$ cat src/source/fabric_consts.svh
`ifndef FABRIC_CONSTS_SVH
`define FABRIC_CONSTS_SVH

// bus width
`define DATA_WIDTH 32

// region select lives in the top address nibble
`define SLOT_MSB 31
`define SLOT_LSB 28
`define RAM_SLOT 4'h2
`define GPIO_SLOT 4'h4
`define TIMER_SLOT 4'h5

// data RAM depth in words, indexed by HADDR[9:2]
`define RAM_WORDS 256
`define RAM_INDEX_BITS 8

// peripheral register word offset field
`define REG_OFFSET_MSB 3
`define REG_OFFSET_LSB 2

`endif

$ cat src/source/fabricPkg.sv
package fabricPkg;

    // AHB-Lite transfer type
    typedef enum logic [1:0] {
        IDLE   = 2'b00,
        BUSY   = 2'b01,
        NONSEQ = 2'b10,
        SEQ    = 2'b11
    } htransT;

    // transfer size, only the sizes a 32-bit bus can carry
    typedef enum logic [2:0] {
        BYTE = 3'b000,
        HALF = 3'b001,
        WORD = 3'b010
    } hsizeT;

    // data-phase owner inside the splitter
    typedef enum logic [1:0] {
        SLOT_RAM   = 2'd0,
        SLOT_GPIO  = 2'd1,
        SLOT_TIMER = 2'd2,
        SLOT_NONE  = 2'd3
    } slotT;

    // timer register word offsets
    typedef enum logic [1:0] {
        TMR_LOAD   = 2'd0,
        TMR_CTRL   = 2'd1,
        TMR_COUNT  = 2'd2,
        TMR_STATUS = 2'd3
    } timerRegT;

    // gpio register word offsets, offset 3 is unused
    typedef enum logic [1:0] {
        GPIO_OUT = 2'd0,
        GPIO_OE  = 2'd1,
        GPIO_IN  = 2'd2
    } gpioRegT;

endpackage

$ cat src/source/ahblSplitter.sv
`include "fabric_consts.svh"

module ahblSplitter import fabricPkg::*; (
    input  logic                   HCLK,
    input  logic                   reset,
    input  logic [31:0]            HADDR,
    input  htransT                 HTRANS,
    output logic                   ramSel,
    output logic                   gpioSel,
    output logic                   timerSel,
    input  logic [`DATA_WIDTH-1:0] ramRdata,
    input  logic [`DATA_WIDTH-1:0] gpioRdata,
    input  logic [`DATA_WIDTH-1:0] timerRdata,
    input  logic                   ramReady,
    input  logic                   gpioReady,
    input  logic                   timerReady,
    output logic [`DATA_WIDTH-1:0] HRDATA,
    output logic                   HREADY
);

    slotT addrSlot;
    slotT dataSlot;
    logic transfer;

    assign transfer = (HTRANS == NONSEQ) || (HTRANS == SEQ);

    // region decode on the address phase
    always_comb begin
        case (HADDR[`SLOT_MSB:`SLOT_LSB])
            `RAM_SLOT:   addrSlot = SLOT_RAM;
            `GPIO_SLOT:  addrSlot = SLOT_GPIO;
            `TIMER_SLOT: addrSlot = SLOT_TIMER;
            default:     addrSlot = SLOT_NONE;
        endcase
    end

    assign ramSel   = (addrSlot == SLOT_RAM);
    assign gpioSel  = (addrSlot == SLOT_GPIO);
    assign timerSel = (addrSlot == SLOT_TIMER);

    // slot follows the bus only when the previous data phase completes
    always_ff @(posedge HCLK) begin
        if (reset) begin
            dataSlot <= SLOT_NONE;
        end else if (HREADY) begin
            dataSlot <= transfer ? addrSlot : SLOT_NONE;
        end
    end

    // data-phase return path
    always_comb begin
        case (dataSlot)
            SLOT_RAM: begin
                HRDATA = ramRdata;
                HREADY = ramReady;
            end
            SLOT_GPIO: begin
                HRDATA = gpioRdata;
                HREADY = gpioReady;
            end
            SLOT_TIMER: begin
                HRDATA = timerRdata;
                HREADY = timerReady;
            end
            default: begin
                // unmapped or idle, complete with zero
                HRDATA = '0;
                HREADY = 1'b1;
            end
        endcase
    end

endmodule

$ cat config.mk
export PLATFORM = sky130hd
export DESIGN_NAME = ahblSplitter
export DESIGN_NICKNAME = d
export VERILOG_FILES = /design/src/source/fabricPkg.sv /design/src/source/ahblSplitter.sv
export VERILOG_INCLUDE_DIRS = /design/src /design/src/source
export SDC_FILE = /design/constraint.sdc
export NUM_CORES = 1
export LEC_CHECK = 0
export BUFFER_PORTS_ARGS = -buffer_cell sky130_fd_sc_hd__buf_4
export CORE_AREA = 2 2 65 67
export CTS_CLUSTER_SIZE = 40
export DETAILED_ROUTE_END_ITERATION = 12
export DIE_AREA = 0 0 67 69
export PLACE_DENSITY_LB_ADDON = 0.12
export REMOVE_ABC_BUFFERS = 1
export SLEW_MARGIN = 20
export SYNTH_ARGS = -nofsm -noshare
export SYNTH_HDL_FRONTEND = slang
export SYNTH_SLANG_ARGS = --single-unit
$ cat constraint.sdc
create_clock -name HCLK -period 1.5 [get_ports HCLK]
set_input_delay 0.075 -clock HCLK [delete_from_list [all_inputs] [get_ports HCLK]]
set_output_delay 0.075 -clock HCLK [all_outputs]
set_load 0.005 [all_outputs]
==> run_results.csv <==
group,metric,value,unit
yosys,synth_cell_types,19,
cts,cts.clk_slew.worst_paths,30,ps
yosys,ys_seq_area_frac,0.04923,
sta,hold_viol_final,0,
global_route,grt_overflow,0,
global_route,grt_max_degree,30,
yosys,synth_top_cells_by_count,"mux2i_1 (32), nand2_1 (32), o21ai_0 (32)",
global_route,grt_pass1_wl,6.044,mm
placement,place_inst,308,
critical_path,critical_path_peak_fanout,21,
min_path,hp-start,"reset",
global_route,grt.total_usage,0.1607,
drt,firstDrtPassIters,4,
die,core,3914,sq um
outcome,status,"finished, final reports clean",
die,ios,171,
finish,largest_register_ffs,2,
sta,max_freq,0.7129,GHz
die,die_w,67,um
sta,fin_skew,3.764,ps
drt,drcViolationCount,0,
finish,fin_cells,311,
min_path,hp-class,"in2reg",
cts,cts_setup_buffers,0,
yosys,synth_seq_cells,2,
placement,place.detailed.hpwl,3.285,mm
die,rows,23,
drt,via_per_inst,4.318,
critical_path,critical_path.startpoint_type,"flip-flop",
drt,wirelength,4.053,mm
cts,cts.repair.resized,0,
drt,first_iter_violations,58,
sta,whs,62.48,ps
sta,drv_slew,0,
sta,setup_viol,0,
power_and_ir_drop,p_seq_frac,0.088,
cts,clockBufferDepth,2,
placement,port_buffers,141,
sta,rsz0062_at_grt,"no",
yosys,syn_area_per_cell,6.612,sq um
power_and_ir_drop,power_leakage,1.203,nW
sta,relSlewSlack,0.7520,
yosys,async_flop_share,0,
cts,cts_tree,"built",
critical_path,crit_type,"reg2out",
power_and_ir_drop,totalPowerFinal,0.6921,mW
yosys,synth_area,813.3,sq um
yosys,yosys-top-cells-area,"mux2i_1 (39%), o21ai_0 (20%), nand2_1 (15%)",
die,fp.dieH,69,um
drt,vias,1343,
min_path,holdPathEnd,"dataSlot[1]$_SDFFE_PP1P_",
finish,syn_to_final_growth,144.3,%
critical_path,reg2reg_from,"dataSlot[1]$_SDFFE_PP1P_",
sta,worstMarginPinSlew,371.0,ps
finish,reg.largest.list,"dataSlot (2)",
power_and_ir_drop,p_int,0.5173,mW
yosys,synth_edf_count,0,
finish,regMostFlops,"dataSlot",
yosys,syn-instance-count,123,
power_and_ir_drop,worst_ir_drop_vdd,0.0007384,V
job,drv_cap,0,
cts,root_buffer,"clkbuf_8",
min_path,hold_depth,2,
power_and_ir_drop,power_density,348.3,nW/um^2
die,start_util,0.2078,
yosys,yosys_warnings,0,
critical_path,reg2reg_to,"dataSlot[0]$_SDFFE_PP1P_",
drt,ant_nets,0,
global_route,antenna_found_initial,0,
die,die-area,4623,sq um
sta,fin_crit_sh,0.9351,
cts,insertion_delay,210,ps
critical_path,required,1420,ps
yosys,yosysTopAreaCellShare,0.3938,
power_and_ir_drop,comb_power_share,0.612,
cts,cts.sinks,2,
critical_path,reg2reg_depth,3,
critical_path,r2r_slack,220,ps
global_route,first_global_vias,1250,
cts,htreeDepth,1,
yosys,synth_top_cell_by_area,"mux2i_1",
cts,cts_inserted_buffers,3,
critical_path,critPathArrivalTime,1330,ps
drt,wire_per_inst,13.03,um
placement,gp_congestion,0.6918,
power_and_ir_drop,p_switching,0.1748,mW
finish,diodes,0,
critical_path,crit_path_end_kind,"output pin",
finish,fin_nets,398,
sta,fin_crit,1403,ps
finish,drive_gt1_frac,0.6015,
cts,hold_buffers,0,
power_and_ir_drop,p_sw_frac,0.2525,
finish,nFillCells,423,
yosys,ys.flop_type,"dfxtp_1",
power_and_ir_drop,p_clk_frac,0.300,
-- how the worst max path moves through the flow --
stage / from / end / slack (ps)
3_3_place_gp: HADDR[29] / dataSlot[1]$_SDFFE_PP1P_ / 220
5_1_grt: dataSlot[1]$_SDFFE_PP1P_ / HRDATA[2] / 10
2_1_floorplan: dataSlot[1]$_SDFFE_PP1P_ / dataSlot[0]$_SDFFE_PP1P_ / -1380
4_1_cts: dataSlot[0]$_SDFFE_PP1P_ / HRDATA[0] / 8
6_report: dataSlot[1]$_SDFFE_PP1P_ / HRDATA[30] / 100
3_5_place_dp: HADDR[29] / dataSlot[1]$_SDFFE_PP1P_ / 210
-- stage by stage --
stage,area [sq um],worst slack (ps),utilization,TNS [ps]
final,1987,97.30,0.5077,0
after global routing,1987,14.22,0.5077,0
after CTS,1969,7.696,0.5032,0
after detailed placement,1928,214.4,0.4926,0
after global placement,1928,218.7,0.4926,0
after floorplan,765.7,-1381,-,-33740
-- worst max-delay path: stages (launching register included) --
cell and delay, ps:
dfxtp_2 370, buf_6 270, mux2i_1 220, o21ai_0 90, buf_4 150
-- logic make-up after synthesis --
family / after synthesis / synth area share
simple gates: 37 / 0.2139
flops: 2 / 0.04923
mux: 33 / 0.4077
compound gates: 37 / 0.2554
buf+inv: 14 / 0.07384
-- metal layers --
| layer | global-route usage | wire, um | vias up |
|---|---|---|---|
| li1 | - | - | 716 |
| met2 | 0.2882 | 2033 | 67 |
| met4 | 0.01814 | 0 | 0 |
| met1 | 0.1955 | 1579 | 560 |
| met3 | 0.03752 | 440 | 0 |
| met5 | 0 | 0 | - |
-- final cells by class --
class | instances | area (sq um) | area share
Sequential cell | 2 | 42.54 | 0.02141
Clock buffer | 3 | 41.29 | 0.02078
Tap cell | 50 | 62.56 | 0.03149
Timing Repair Buffer | 146 | 1107 | 0.5573
Inverter | 3 | 12.51 | 0.006297
Multi-Input combinational cell | 107 | 720.7 | 0.3627
-- power groups by stage --
stage / logic (mW) / registers (mW) / clock network (mW)
6_report: 0.424 / 0.0606 / 0.208
3_3_place_gp: 0.420 / 0.0605 / 0
2_1_floorplan: 0.106 / 0.0768 / 0
3_5_place_dp: 0.424 / 0.0606 / 0
5_1_grt: 0.462 / 0.0610 / 0.222
4_1_cts: 0.425 / 0.0598 / 0.213
-- placed cells by master (no fill, tap or decap) --
cell type	synthesis	layout
or4b_4	1	1
nand2_1	32	32
a211o_1	1	1
mux2_2	1	1
mux2i_1	32	32
dfxtp_2	0	2
o211ai_2	1	1
nor3b_1	1	1
clkbuf_8	0	3
buf_6	0	3
clkinv_2	1	1
a221o_1	1	1
buf_4	0	143
o21ai_0	32	32
inv_1	2	2
nor4b_2	1	1
o211ai_1	1	1
nor2b_4	0	1
a2bb2oi_1	1	1
nand4bb_1	1	1
Note: power is estimated with default switching activity, not from simulation.
