$ cat config.mk
export PLATFORM = sky130hd
export DESIGN_NAME = ahblGpio
export DESIGN_NICKNAME = d
export VERILOG_FILES = /design/src/source/fabricPkg.sv /design/src/source/ahblGpio.sv
export VERILOG_INCLUDE_DIRS = /design/src /design/src/source
export SDC_FILE = /design/constraint.sdc
export NUM_CORES = 1
export LEC_CHECK = 0
export BUFFER_PORTS_ARGS = -buffer_cell sky130_fd_sc_hd__buf_2
export CAP_MARGIN = 40
export CORE_ASPECT_RATIO = 1.25
export CORE_UTILIZATION = 47
export DETAILED_ROUTE_END_ITERATION = 10
export PLACE_DENSITY = 0.75
export SYNTH_ARGS = -nofsm -noshare
export SYNTH_HDL_FRONTEND = slang
export SYNTH_SLANG_ARGS = --single-unit
$ cat constraint.sdc
create_clock -name HCLK -period 1.8 [get_ports HCLK]
set_input_delay 0.09 -clock HCLK [delete_from_list [all_inputs] [get_ports HCLK]]
set_output_delay 0.09 -clock HCLK [all_outputs]
set_load 0.005 [all_outputs]
$ cat src/source/fabric_consts.svh
`ifndef FABRIC_CONSTS_SVH
`define FABRIC_CONSTS_SVH

// bus width
`define DATA_WIDTH 32

// region select lives in the top address nibble
`define SLOT_MSB 31
`define SLOT_LSB 28
`define RAM_SLOT 4'h2
`define GPIO_SLOT 4'h4
`define TIMER_SLOT 4'h5

// data RAM depth in words, indexed by HADDR[9:2]
`define RAM_WORDS 256
`define RAM_INDEX_BITS 8

// peripheral register word offset field
`define REG_OFFSET_MSB 3
`define REG_OFFSET_LSB 2

`endif

$ cat src/source/fabricPkg.sv
package fabricPkg;

    // AHB-Lite transfer type
    typedef enum logic [1:0] {
        IDLE   = 2'b00,
        BUSY   = 2'b01,
        NONSEQ = 2'b10,
        SEQ    = 2'b11
    } htransT;

    // transfer size, only the sizes a 32-bit bus can carry
    typedef enum logic [2:0] {
        BYTE = 3'b000,
        HALF = 3'b001,
        WORD = 3'b010
    } hsizeT;

    // data-phase owner inside the splitter
    typedef enum logic [1:0] {
        SLOT_RAM   = 2'd0,
        SLOT_GPIO  = 2'd1,
        SLOT_TIMER = 2'd2,
        SLOT_NONE  = 2'd3
    } slotT;

    // timer register word offsets
    typedef enum logic [1:0] {
        TMR_LOAD   = 2'd0,
        TMR_CTRL   = 2'd1,
        TMR_COUNT  = 2'd2,
        TMR_STATUS = 2'd3
    } timerRegT;

    // gpio register word offsets, offset 3 is unused
    typedef enum logic [1:0] {
        GPIO_OUT = 2'd0,
        GPIO_OE  = 2'd1,
        GPIO_IN  = 2'd2
    } gpioRegT;

endpackage

$ cat src/source/ahblGpio.sv
`include "fabric_consts.svh"

module ahblGpio import fabricPkg::*; (
    input  logic                   HCLK,
    input  logic                   reset,
    input  logic                   hsel,
    input  logic                   HREADY,
    input  logic [31:0]            HADDR,
    input  htransT                 HTRANS,
    input  logic                   HWRITE,
    input  logic [`DATA_WIDTH-1:0] HWDATA,
    output logic                   readyOut,
    output logic [`DATA_WIDTH-1:0] rdata,
    input  logic [31:0]            gpioIn,
    output logic [31:0]            gpioOut,
    output logic [31:0]            gpioOe
);

    gpioRegT     regSel;
    logic        writePending;
    logic        accept;
    logic [31:0] inMeta;
    logic [31:0] inSync;

    assign accept = hsel && HREADY && ((HTRANS == NONSEQ) || (HTRANS == SEQ));

    always_ff @(posedge HCLK) begin
        if (reset) begin
            writePending <= 1'b0;
        end else if (HREADY) begin
            writePending <= accept && HWRITE;
        end
    end

    always_ff @(posedge HCLK) begin
        if (accept) begin
            regSel <= gpioRegT'(HADDR[`REG_OFFSET_MSB:`REG_OFFSET_LSB]);
        end
    end

    // output registers, GPIO_IN is read only
    always_ff @(posedge HCLK) begin
        if (reset) begin
            gpioOut <= '0;
            gpioOe  <= '0;
        end else if (writePending && HREADY) begin
            case (regSel)
                GPIO_OUT: gpioOut <= HWDATA;
                GPIO_OE:  gpioOe  <= HWDATA;
                default:  ;
            endcase
        end
    end

    // two-stage input synchronizer
    always_ff @(posedge HCLK) begin
        inMeta <= gpioIn;
        inSync <= inMeta;
    end

    always_comb begin
        case (regSel)
            GPIO_OUT: rdata = gpioOut;
            GPIO_OE:  rdata = gpioOe;
            GPIO_IN:  rdata = inSync;
            default:  rdata = '0;
        endcase
    end

    assign readyOut = 1'b1;

endmodule

==> metrics.txt, run 1 <==
# TYPE chip_impl_metric gauge
chip_impl_info{name="outcome",value="finished clean"} 1
chip_impl_metric{name="dp_hpwl",unit="um"} 7155
chip_impl_metric{name="grt_pass1_vias",unit=""} 3890
chip_impl_metric{name="worst_path_largest_cell_delay",unit="ns"} 0.43
chip_impl_metric{name="vias_per_cell",unit=""} 4.873
chip_impl_info{name="rsz0062_at_grt",value="true"} 1
chip_impl_metric{name="drt_pre_antenna_iters",unit=""} 4
chip_impl_metric{name="fp.dieArea",unit="um2"} 10550
chip_impl_metric{name="synth-seq-area-share",unit="%"} 55.43
chip_impl_metric{name="wirelength",unit="um"} 13040
chip_impl_metric{name="cts_max_path_buffers",unit=""} 2
chip_impl_metric{name="globalRoute.totalOverflow",unit=""} 0
chip_impl_metric{name="h_tree_levels",unit=""} 4
chip_impl_info{name="synthTopCellsByArea",value="sky130_fd_sc_hd__dfxtp_1, sky130_fd_sc_hd__mux2i_1, sky130_fd_sc_hd__nand2b_1, sky130_fd_sc_hd__o2bb2ai_1, sky130_fd_sc_hd__buf_12"} 1
chip_impl_metric{name="cts-buffers-inserted",unit=""} 17
chip_impl_metric{name="post_drt_wl_per_cell",unit="um"} 16.72
chip_impl_metric{name="pin_count_of_the_biggest_net_entering_global_routing",unit=""} 65
chip_impl_info{name="netlist.top_cell.by_area",value="sky130_fd_sc_hd__dfxtp_1"} 1
chip_impl_metric{name="flow.area_growth_from_synthesis",unit="%"} 51.39
chip_impl_metric{name="final.period_utilization",unit="%"} 99.87
chip_impl_metric{name="finalSetupViolations",unit=""} 0
chip_impl_metric{name="initial_core_util",unit="%"} 48.85
chip_impl_metric{name="chipHeight",unit="um"} 114.6
chip_impl_info{name="r2r_start",value="regSel[0]$_DFFE_PP_"} 1
chip_impl_metric{name="synth_enable_flop_cells",unit=""} 2
chip_impl_info{name="flip_flop_cell_with_the_highest_count_after_synthesis",value="sky130_fd_sc_hd__dfxtp_1"} 1
chip_impl_metric{name="fillCellCount",unit=""} 674
chip_impl_metric{name="critical_path_peak_fanout",unit=""} 6
chip_impl_metric{name="synthCells",unit=""} 393
chip_impl_metric{name="detailedRoute.firstIterationViolations",unit=""} 118
chip_impl_metric{name="drv.max_cap_violation_count",unit=""} 0
chip_impl_metric{name="vdd_ir_drop_max",unit="mV"} 0.6571
chip_impl_metric{name="placement_rows",unit=""} 40
chip_impl_info{name="critical-path-slowest-cell",value="sky130_fd_sc_hd__edfxtp_1"} 1
chip_impl_metric{name="synthesis.area_per_instance",unit="um2"} 12.13
chip_impl_metric{name="worst_skew_pair.late_latency",unit="ns"} 0.41
chip_impl_metric{name="synth-warning-count",unit=""} 0
chip_impl_metric{name="holdWs",unit="ns"} 0.05304
chip_impl_metric{name="total_power",unit="W"} 0.007039
chip_impl_info{name="worst_setup_path_start_kind",value="flop"} 1
chip_impl_metric{name="nets",unit=""} 744
chip_impl_metric{name="grt_first_pass_wirelength",unit="um"} 19240
chip_impl_metric{name="clock-sinks",unit=""} 131
chip_impl_metric{name="period_minus_slack",unit="ns"} 1.798
chip_impl_metric{name="synth.top_cell.area_share",unit="%"} 54.17
chip_impl_metric{name="cell_count_after_placement",unit=""} 667
chip_impl_metric{name="postSynth.asyncResetShare",unit="%"} 0
chip_impl_metric{name="maxSlewViolCount",unit=""} 0
chip_impl_metric{name="coreArea",unit="um2"} 9759
chip_impl_metric{name="yosys_register_bits",unit=""} 131
chip_impl_metric{name="post_route_insts_no_fill",unit=""} 780
chip_impl_metric{name="synth.net_count",unit=""} 496
chip_impl_info{name="startpoint",value="regSel[0]$_DFFE_PP_"} 1
chip_impl_metric{name="hold_violations",unit=""} 0
chip_impl_metric{name="detailedPlace.worstSlack",unit="ns"} 0.3025
chip_impl_metric{name="grt.total_usage",unit="%"} 24.33
chip_impl_metric{name="final_worst_slack",unit="ns"} 0.002341
chip_impl_metric{name="num_io_pins",unit=""} 200
chip_impl_metric{name="required",unit="ns"} 1.71
chip_impl_info{name="criticalPathCategory",value="flop to primary output"} 1
chip_impl_metric{name="routabilityCongestion",unit=""} 0.7442
chip_impl_metric{name="leakagePower",unit="nW"} 3.443
chip_impl_metric{name="cts.reportedPaths.clkPinSlew",unit="ns"} 0.05
chip_impl_metric{name="antenna_left",unit=""} 0
chip_impl_metric{name="synth.lib_cells_used.distinct",unit=""} 18
chip_impl_info{name="clockRootBuffer",value="sky130_fd_sc_hd__clkbuf_16"} 1
chip_impl_metric{name="final_core_utilization",unit="%"} 73.95
chip_impl_metric{name="routed-via-count",unit=""} 3801
chip_impl_info{name="hold_path.startpoint",value="HWRITE"} 1
chip_impl_metric{name="power.density",unit="nW/um2"} 975.3
chip_impl_metric{name="fmax",unit="MHz"} 556.3
chip_impl_info{name="crit_family",value="buffers and inverters"} 1
chip_impl_metric{name="antenna-diode-count",unit=""} 0
chip_impl_info{name="synthMostInstantiatedCell",value="sky130_fd_sc_hd__dfxtp_1"} 1
chip_impl_info{name="hold_class",value="primary input to flop"} 1
chip_impl_metric{name="final.setup_skew",unit="ns"} 0.007023
chip_impl_info{name="worst_path_most_repeated_cell",value="sky130_fd_sc_hd__buf_12"} 1
chip_impl_metric{name="die-width",unit="um"} 92.08
chip_impl_metric{name="number_of_antenna_violations_at_the_first_check_in_global_routing",unit=""} 0
chip_impl_metric{name="post_route_cells_drive_above_1_share",unit="%"} 35.63
chip_impl_metric{name="crit_arrival",unit="ns"} 1.71
chip_impl_metric{name="synthesis.area",unit="um2"} 4767
chip_impl_info{name="top_cells_by_count_synth",value="sky130_fd_sc_hd__dfxtp_1, sky130_fd_sc_hd__mux2i_1, sky130_fd_sc_hd__nand2b_1"} 1
chip_impl_metric{name="worstPathBufferInverterCount",unit=""} 4
chip_impl_metric{name="buffer_ports.inserted",unit=""} 167
chip_impl_info{name="tritoncts",value="yes"} 1
chip_impl_info{name="critical_path.endpoint_type",value="primary output"} 1
chip_impl_info{name="critical_path.cell_chain",value="buf_12, nor2b_4, buf_12, buf_16, o2bb2ai_2, buf_2"} 1
chip_impl_metric{name="drc",unit=""} 0
-- worst reg2reg max path, cell delays in order (launching register included) --
cell and delay (ns):
sky130_fd_sc_hd__edfxtp_1 0.43, sky130_fd_sc_hd__buf_4 0.19, sky130_fd_sc_hd__nor4bb_4 0.34, sky130_fd_sc_hd__buf_4 0.36, sky130_fd_sc_hd__mux2i_1 0.27
-- sequential cells by signal, summed over array words and instances, names as in the netlist --
| register | count |
|---|---|
| inMeta | 32 |
| gpioOut | 32 |
| regSel | 2 |
| writePending | 1 |
| inSync | 32 |
| gpioOe | 32 |
-- final timing paths --
kind / slack (ns) / cells past startpoint / end
min: 0.05 / 3 / writePending$_SDFFE_PP0P_
max: 0.002 / 6 / rdata[19]
min reg2reg: 0.32 / 0 / inSync[21]$_DFF_P_
max reg2reg: 0.13 / 4 / gpioOut[13]$_SDFFE_PP0P_
-- cells by family (layout without fill, tap and decap cells) --
group | count (synthesis) | after routing | synth area share [%]
compound gates | 33 | 33 | 5.984
mux | 96 | 96 | 20.16
other cells | 1 | 1 | 0.07866
buf+inv | 30 | 291 | 4.173
simple gates | 102 | 102 | 14.17
flops | 131 | 131 | 55.43
-- through the flow --
step / area, um2 / TNS [ns]
after floorplan: 4767 / 0
after global placement: 5689 / 0
after detailed placement: 5689 / 0
after CTS: 7124 / -0.2629
after global routing: 7217 / -1.256
final: 7217 / 0
-- cell type report --
type | count | area (um2) | area share (%)
clock buffer | 23 | 488.0 | 6.761
clock inverter | 9 | 126.4 | 1.751
multi-input combinational | 232 | 1972 | 27.32
sequential | 131 | 2643 | 36.62
tap | 126 | 157.7 | 2.184
timing repair buffer | 259 | 1831 | 25.36
-- layer usage --
metal  global-route usage, %  vias to the layer above  share of wire [%]
met5                       0                        -                  0
met1                   27.03                     1819                 40
li1                        -                     1840                  -
met3                   5.910                       11                4.6
met4                   9.583                        0                1.1
met2                   44.43                      131                 54
-- placed cells by master (no fill, tap or decap) --
master and instances:
sky130_fd_sc_hd__buf_2 167, sky130_fd_sc_hd__dfxtp_1 129, sky130_fd_sc_hd__nand2b_1 96, sky130_fd_sc_hd__mux2i_1 94, sky130_fd_sc_hd__dlygate4sd3_1 66, sky130_fd_sc_hd__o2bb2ai_1 27, sky130_fd_sc_hd__clkbuf_16 18, sky130_fd_sc_hd__buf_4 15
sky130_fd_sc_hd__o2bb2ai_2 5, sky130_fd_sc_hd__clkinv_2 4, sky130_fd_sc_hd__clkbuf_8 4, sky130_fd_sc_hd__buf_12 4, sky130_fd_sc_hd__bufinv_16 3, sky130_fd_sc_hd__buf_16 3, sky130_fd_sc_hd__buf_6 3, sky130_fd_sc_hd__mux2i_2 2
sky130_fd_sc_hd__clkbuf_1 2, sky130_fd_sc_hd__edfxtp_1 2, sky130_fd_sc_hd__nor2b_4 1, sky130_fd_sc_hd__and3_1 1, sky130_fd_sc_hd__nor4bb_4 1, sky130_fd_sc_hd__nand4b_4 1, sky130_fd_sc_hd__or2b_1 1, sky130_fd_sc_hd__nand4_1 1
sky130_fd_sc_hd__a21oi_1 1, sky130_fd_sc_hd__conb_1 1, sky130_fd_sc_hd__clkinvlp_4 1, sky130_fd_sc_hd__clkinv_4 1
-- power by group --
part / total, W / internal (W) / switching (W)
combinational: 0.000490 / 0.000301 / 0.000188
sequential: 0.00302 / 0.00299 / 0.0000257
clock: 0.00353 / 0.00232 / 0.00121
total: 0.00704 / 0.00561 / 0.00143
-- timing repair --
action,4_1_cts,5_1_grt
hold buffers,66,0
pin swaps,0,0
setup endpoints to repair,32,32
setup buffers,7,4
gates resized for setup,4,9
cloned,3,1
endpoints found under the hold margin,94,0
Power figures use the tool's default switching activity.
==> run 2: changes to the inputs <==
SETUP_SLACK_MARGIN = 0.15   (was default)
==> run 2 against run 1 <==
  * The flow now finishes with violations (setup timing)
  * Final cell count increased by 0.26%
  * First-iteration DRC count up 10%
  * Global-route usage up 0.34 points
  * Die area is the same
  * Sequential share of layout area down 0.13 points
  * Wire length is 3.4% higher
  * Utilization grew 0.26 points
  * Largest cell class unchanged
  * Largest power group unchanged
==> metrics.txt, run 2 (synthesized netlist as in run 1, its figures left out) <==
# TYPE chip_impl_metric gauge
chip_impl_info{name="outcome",value="finished with violations"} 1
chip_impl_info{name="violations_in_the_final_reports",value="setup timing"} 1
chip_impl_metric{name="dp_hpwl",unit="um"} 7155
chip_impl_metric{name="fp.dieArea",unit="um2"} 10550
chip_impl_metric{name="cts_max_path_buffers",unit=""} 2
chip_impl_metric{name="drc",unit=""} 0
chip_impl_metric{name="r2r_cell_count",unit=""} 5
chip_impl_metric{name="part_of_the_power_in_combinational_logic",unit="%"} 7.0
chip_impl_metric{name="buffer_ports.inserted",unit=""} 167
chip_impl_metric{name="globalRoute.totalOverflow",unit=""} 0
chip_impl_info{name="r2r_start",value="regSel[0]$_DFFE_PP_"} 1
chip_impl_metric{name="h_tree_levels",unit=""} 4
chip_impl_metric{name="total_power",unit="W"} 0.007054
chip_impl_metric{name="antenna_left",unit=""} 0
chip_impl_metric{name="routed-via-count",unit=""} 3840
chip_impl_metric{name="netSwitchingFraction",unit="%"} 20.41
chip_impl_metric{name="final_worst_slack",unit="ns"} -0.04256
chip_impl_info{name="final_common_cell",value="sky130_fd_sc_hd__buf_2"} 1
chip_impl_info{name="rsz0062_at_grt",value="true"} 1
chip_impl_info{name="worst_path_most_repeated_cell",value="sky130_fd_sc_hd__buf_12"} 1
chip_impl_metric{name="grt_first_pass_wirelength",unit="um"} 19460
chip_impl_metric{name="placement_rows",unit=""} 40
chip_impl_info{name="hold_path.startpoint",value="HWRITE"} 1
chip_impl_metric{name="power.density",unit="nW/um2"} 974.1
chip_impl_metric{name="detailedRoute.firstIterationViolations",unit=""} 130
chip_impl_metric{name="final.period_utilization",unit="%"} 102.4
chip_impl_info{name="holdPathEnd",value="writePending$_SDFFE_PP0P_"} 1
chip_impl_metric{name="vdd_ir_drop_max",unit="mV"} 0.6618
chip_impl_info{name="hold_class",value="primary input to flop"} 1
chip_impl_metric{name="required",unit="ns"} 1.71
chip_impl_metric{name="num_io_pins",unit=""} 200
chip_impl_metric{name="nets",unit=""} 746
chip_impl_metric{name="post_drt_wl_per_cell",unit="um"} 17.25
chip_impl_metric{name="drt_pre_antenna_iters",unit=""} 4
chip_impl_metric{name="reg2reg_slack",unit="ns"} 0.13
chip_impl_metric{name="hold_path_depth",unit=""} 3
chip_impl_metric{name="fmax",unit="MHz"} 542.7
chip_impl_metric{name="power.share.clock",unit="%"} 50.2
chip_impl_metric{name="tns",unit="ns"} -0.3292
chip_impl_metric{name="routabilityCongestion",unit=""} 0.7442
chip_impl_info{name="critical_path.cell_chain",value="buf_12, nor2b_4, buf_12, buf_16, o2bb2ai_2, buf_2"} 1
chip_impl_metric{name="hold_violations",unit=""} 0
chip_impl_metric{name="wirelength",unit="um"} 13490
chip_impl_metric{name="initial_core_util",unit="%"} 48.85
chip_impl_metric{name="coreArea",unit="um2"} 9759
chip_impl_metric{name="pin_count_of_the_biggest_net_entering_global_routing",unit=""} 65
chip_impl_metric{name="die-width",unit="um"} 92.08
chip_impl_metric{name="final.setup_skew",unit="ns"} 0.006090
chip_impl_metric{name="clock-sinks",unit=""} 131
chip_impl_info{name="clockRootBuffer",value="sky130_fd_sc_hd__clkbuf_16"} 1
chip_impl_metric{name="critical_path_peak_fanout",unit=""} 6
chip_impl_metric{name="grt.total_usage",unit="%"} 24.67
chip_impl_metric{name="vias_per_cell",unit=""} 4.910
chip_impl_info{name="critical-path-slowest-cell",value="sky130_fd_sc_hd__edfxtp_1"} 1
chip_impl_metric{name="flow.area_growth_from_synthesis",unit="%"} 51.92
chip_impl_metric{name="drv.max_cap_violation_count",unit=""} 0
chip_impl_metric{name="cts-buffers-inserted",unit=""} 17
chip_impl_metric{name="leakagePower",unit="nW"} 3.466
chip_impl_metric{name="power.sequential.fraction",unit="%"} 42.8
chip_impl_metric{name="post_route_cells_drive_above_1_share",unit="%"} 35.67
chip_impl_metric{name="finalSetupViolations",unit=""} 19
chip_impl_metric{name="worst_path_largest_cell_delay",unit="ns"} 0.42
chip_impl_info{name="reg2reg_to",value="gpioOut[31]$_SDFFE_PP0P_"} 1
chip_impl_metric{name="worst_skew_pair.late_latency",unit="ns"} 0.41
chip_impl_info{name="tritoncts",value="yes"} 1
chip_impl_info{name="worst_setup_path_start_kind",value="flop"} 1
chip_impl_info{name="crit_family",value="buffers and inverters"} 1
chip_impl_info{name="critical_path.endpoint_type",value="primary output"} 1
chip_impl_metric{name="cts.reportedPaths.clkPinSlew",unit="ns"} 0.05
chip_impl_metric{name="period_minus_slack",unit="ns"} 1.843
chip_impl_metric{name="crit_arrival",unit="ns"} 1.75
chip_impl_metric{name="power_switching",unit="W"} 0.001440
chip_impl_metric{name="holdWs",unit="ns"} 0.07368
chip_impl_info{name="criticalPathCategory",value="flop to primary output"} 1
chip_impl_metric{name="chipHeight",unit="um"} 114.6
chip_impl_metric{name="maxSlewViolCount",unit=""} 0
chip_impl_metric{name="antenna-diode-count",unit=""} 0
chip_impl_metric{name="worstPathBufferInverterCount",unit=""} 4
chip_impl_metric{name="grt_pass1_vias",unit=""} 3921
chip_impl_metric{name="number_of_antenna_violations_at_the_first_check_in_global_routing",unit=""} 0
chip_impl_metric{name="int_pwr",unit="W"} 0.005614
chip_impl_info{name="layout_common_cells",value="sky130_fd_sc_hd__buf_2, sky130_fd_sc_hd__dfxtp_1, sky130_fd_sc_hd__nand2b_1"} 1
-- run 2: changes by cell type in the layout (fill, tap and decap cells not counted), sizes merged --
cell | before | now
buf | 192 | 194
-- run 2: area by class of cell --
cell class	instances	area [um2]
fillers	679	2517
clock buffers	23	488.0
multi-input cells	232	1968
clock inverters	9	126.4
repair buffers	261	1859
flip-flops and latches	131	2643
well taps	126	157.7
-- run 2: what timing repair did --
action	4_1_cts	5_1_grt
endpoints found under the hold margin	94	0
endpoints found under the setup margin	32	46
hold buffers	66	0
resized for setup	5	8
pin swaps	0	1
setup buffers	8	4
cloned	3	2
-- run 2: per-layer routing --
| metal | vias up | track usage, % | part of all wire, % |
|---|---|---|---|
| met5 | - | 0 | 0 |
| met4 | 0 | 9.167 | 1.1 |
| met3 | 15 | 6.242 | 4.5 |
| met2 | 123 | 45.27 | 54 |
| met1 | 1861 | 27.29 | 41 |
| li1 | 1841 | - | - |
-- run 2: worst max path at each step --
stage,from,to,slack [ns],depth (start not counted)
floorplan,regSel[1]$_DFFE_PP_,gpioOut[10]$_SDFFE_PP0P_,0.49,5
global placement,regSel[0]$_DFFE_PP_,gpioOut[15]$_SDFFE_PP0P_,0.35,3
CTS,regSel[0]$_DFFE_PP_,rdata[27],0.003,6
global route,regSel[0]$_DFFE_PP_,rdata[19],-0.1,5
detailed placement,regSel[0]$_DFFE_PP_,gpioOut[13]$_SDFFE_PP0P_,0.30,3
finish,regSel[0]$_DFFE_PP_,rdata[19],-0.04,6
-- run 2: metrics by stage --
| step | setup WS [ns] | util (%) | cells | cell area [um2] |
|---|---|---|---|---|
| after floorplan | 0.4924 | - | 393 | 4767 |
| after global placement | 0.3498 | 58.29 | 667 | 5689 |
| after detailed placement | 0.3025 | 58.29 | 667 | 5689 |
| after CTS | 0.002702 | 73.15 | 776 | 7139 |
| after global routing | -0.09589 | 74.21 | 782 | 7242 |
| final | -0.04256 | 74.21 | 782 | 7242 |
-- run 2: worst register-to-register path: stages, from the launching register on --
cell                       delay (ns)
sky130_fd_sc_hd__edfxtp_1        0.42
sky130_fd_sc_hd__buf_4           0.19
sky130_fd_sc_hd__nor4bb_4        0.35
sky130_fd_sc_hd__buf_4           0.20
sky130_fd_sc_hd__buf_12          0.19
sky130_fd_sc_hd__mux2i_1         0.23
-- run 2: power by group through the flow --
stage	sequential [W]	combinational, W	clock, W
after global routing	0.00302	0.000526	0.00371
after global placement	0.00307	0.000302	0
after CTS	0.00302	0.000470	0.00358
final	0.00302	0.000495	0.00354
after detailed placement	0.00308	0.000309	0
after floorplan	0.00307	0.000168	0
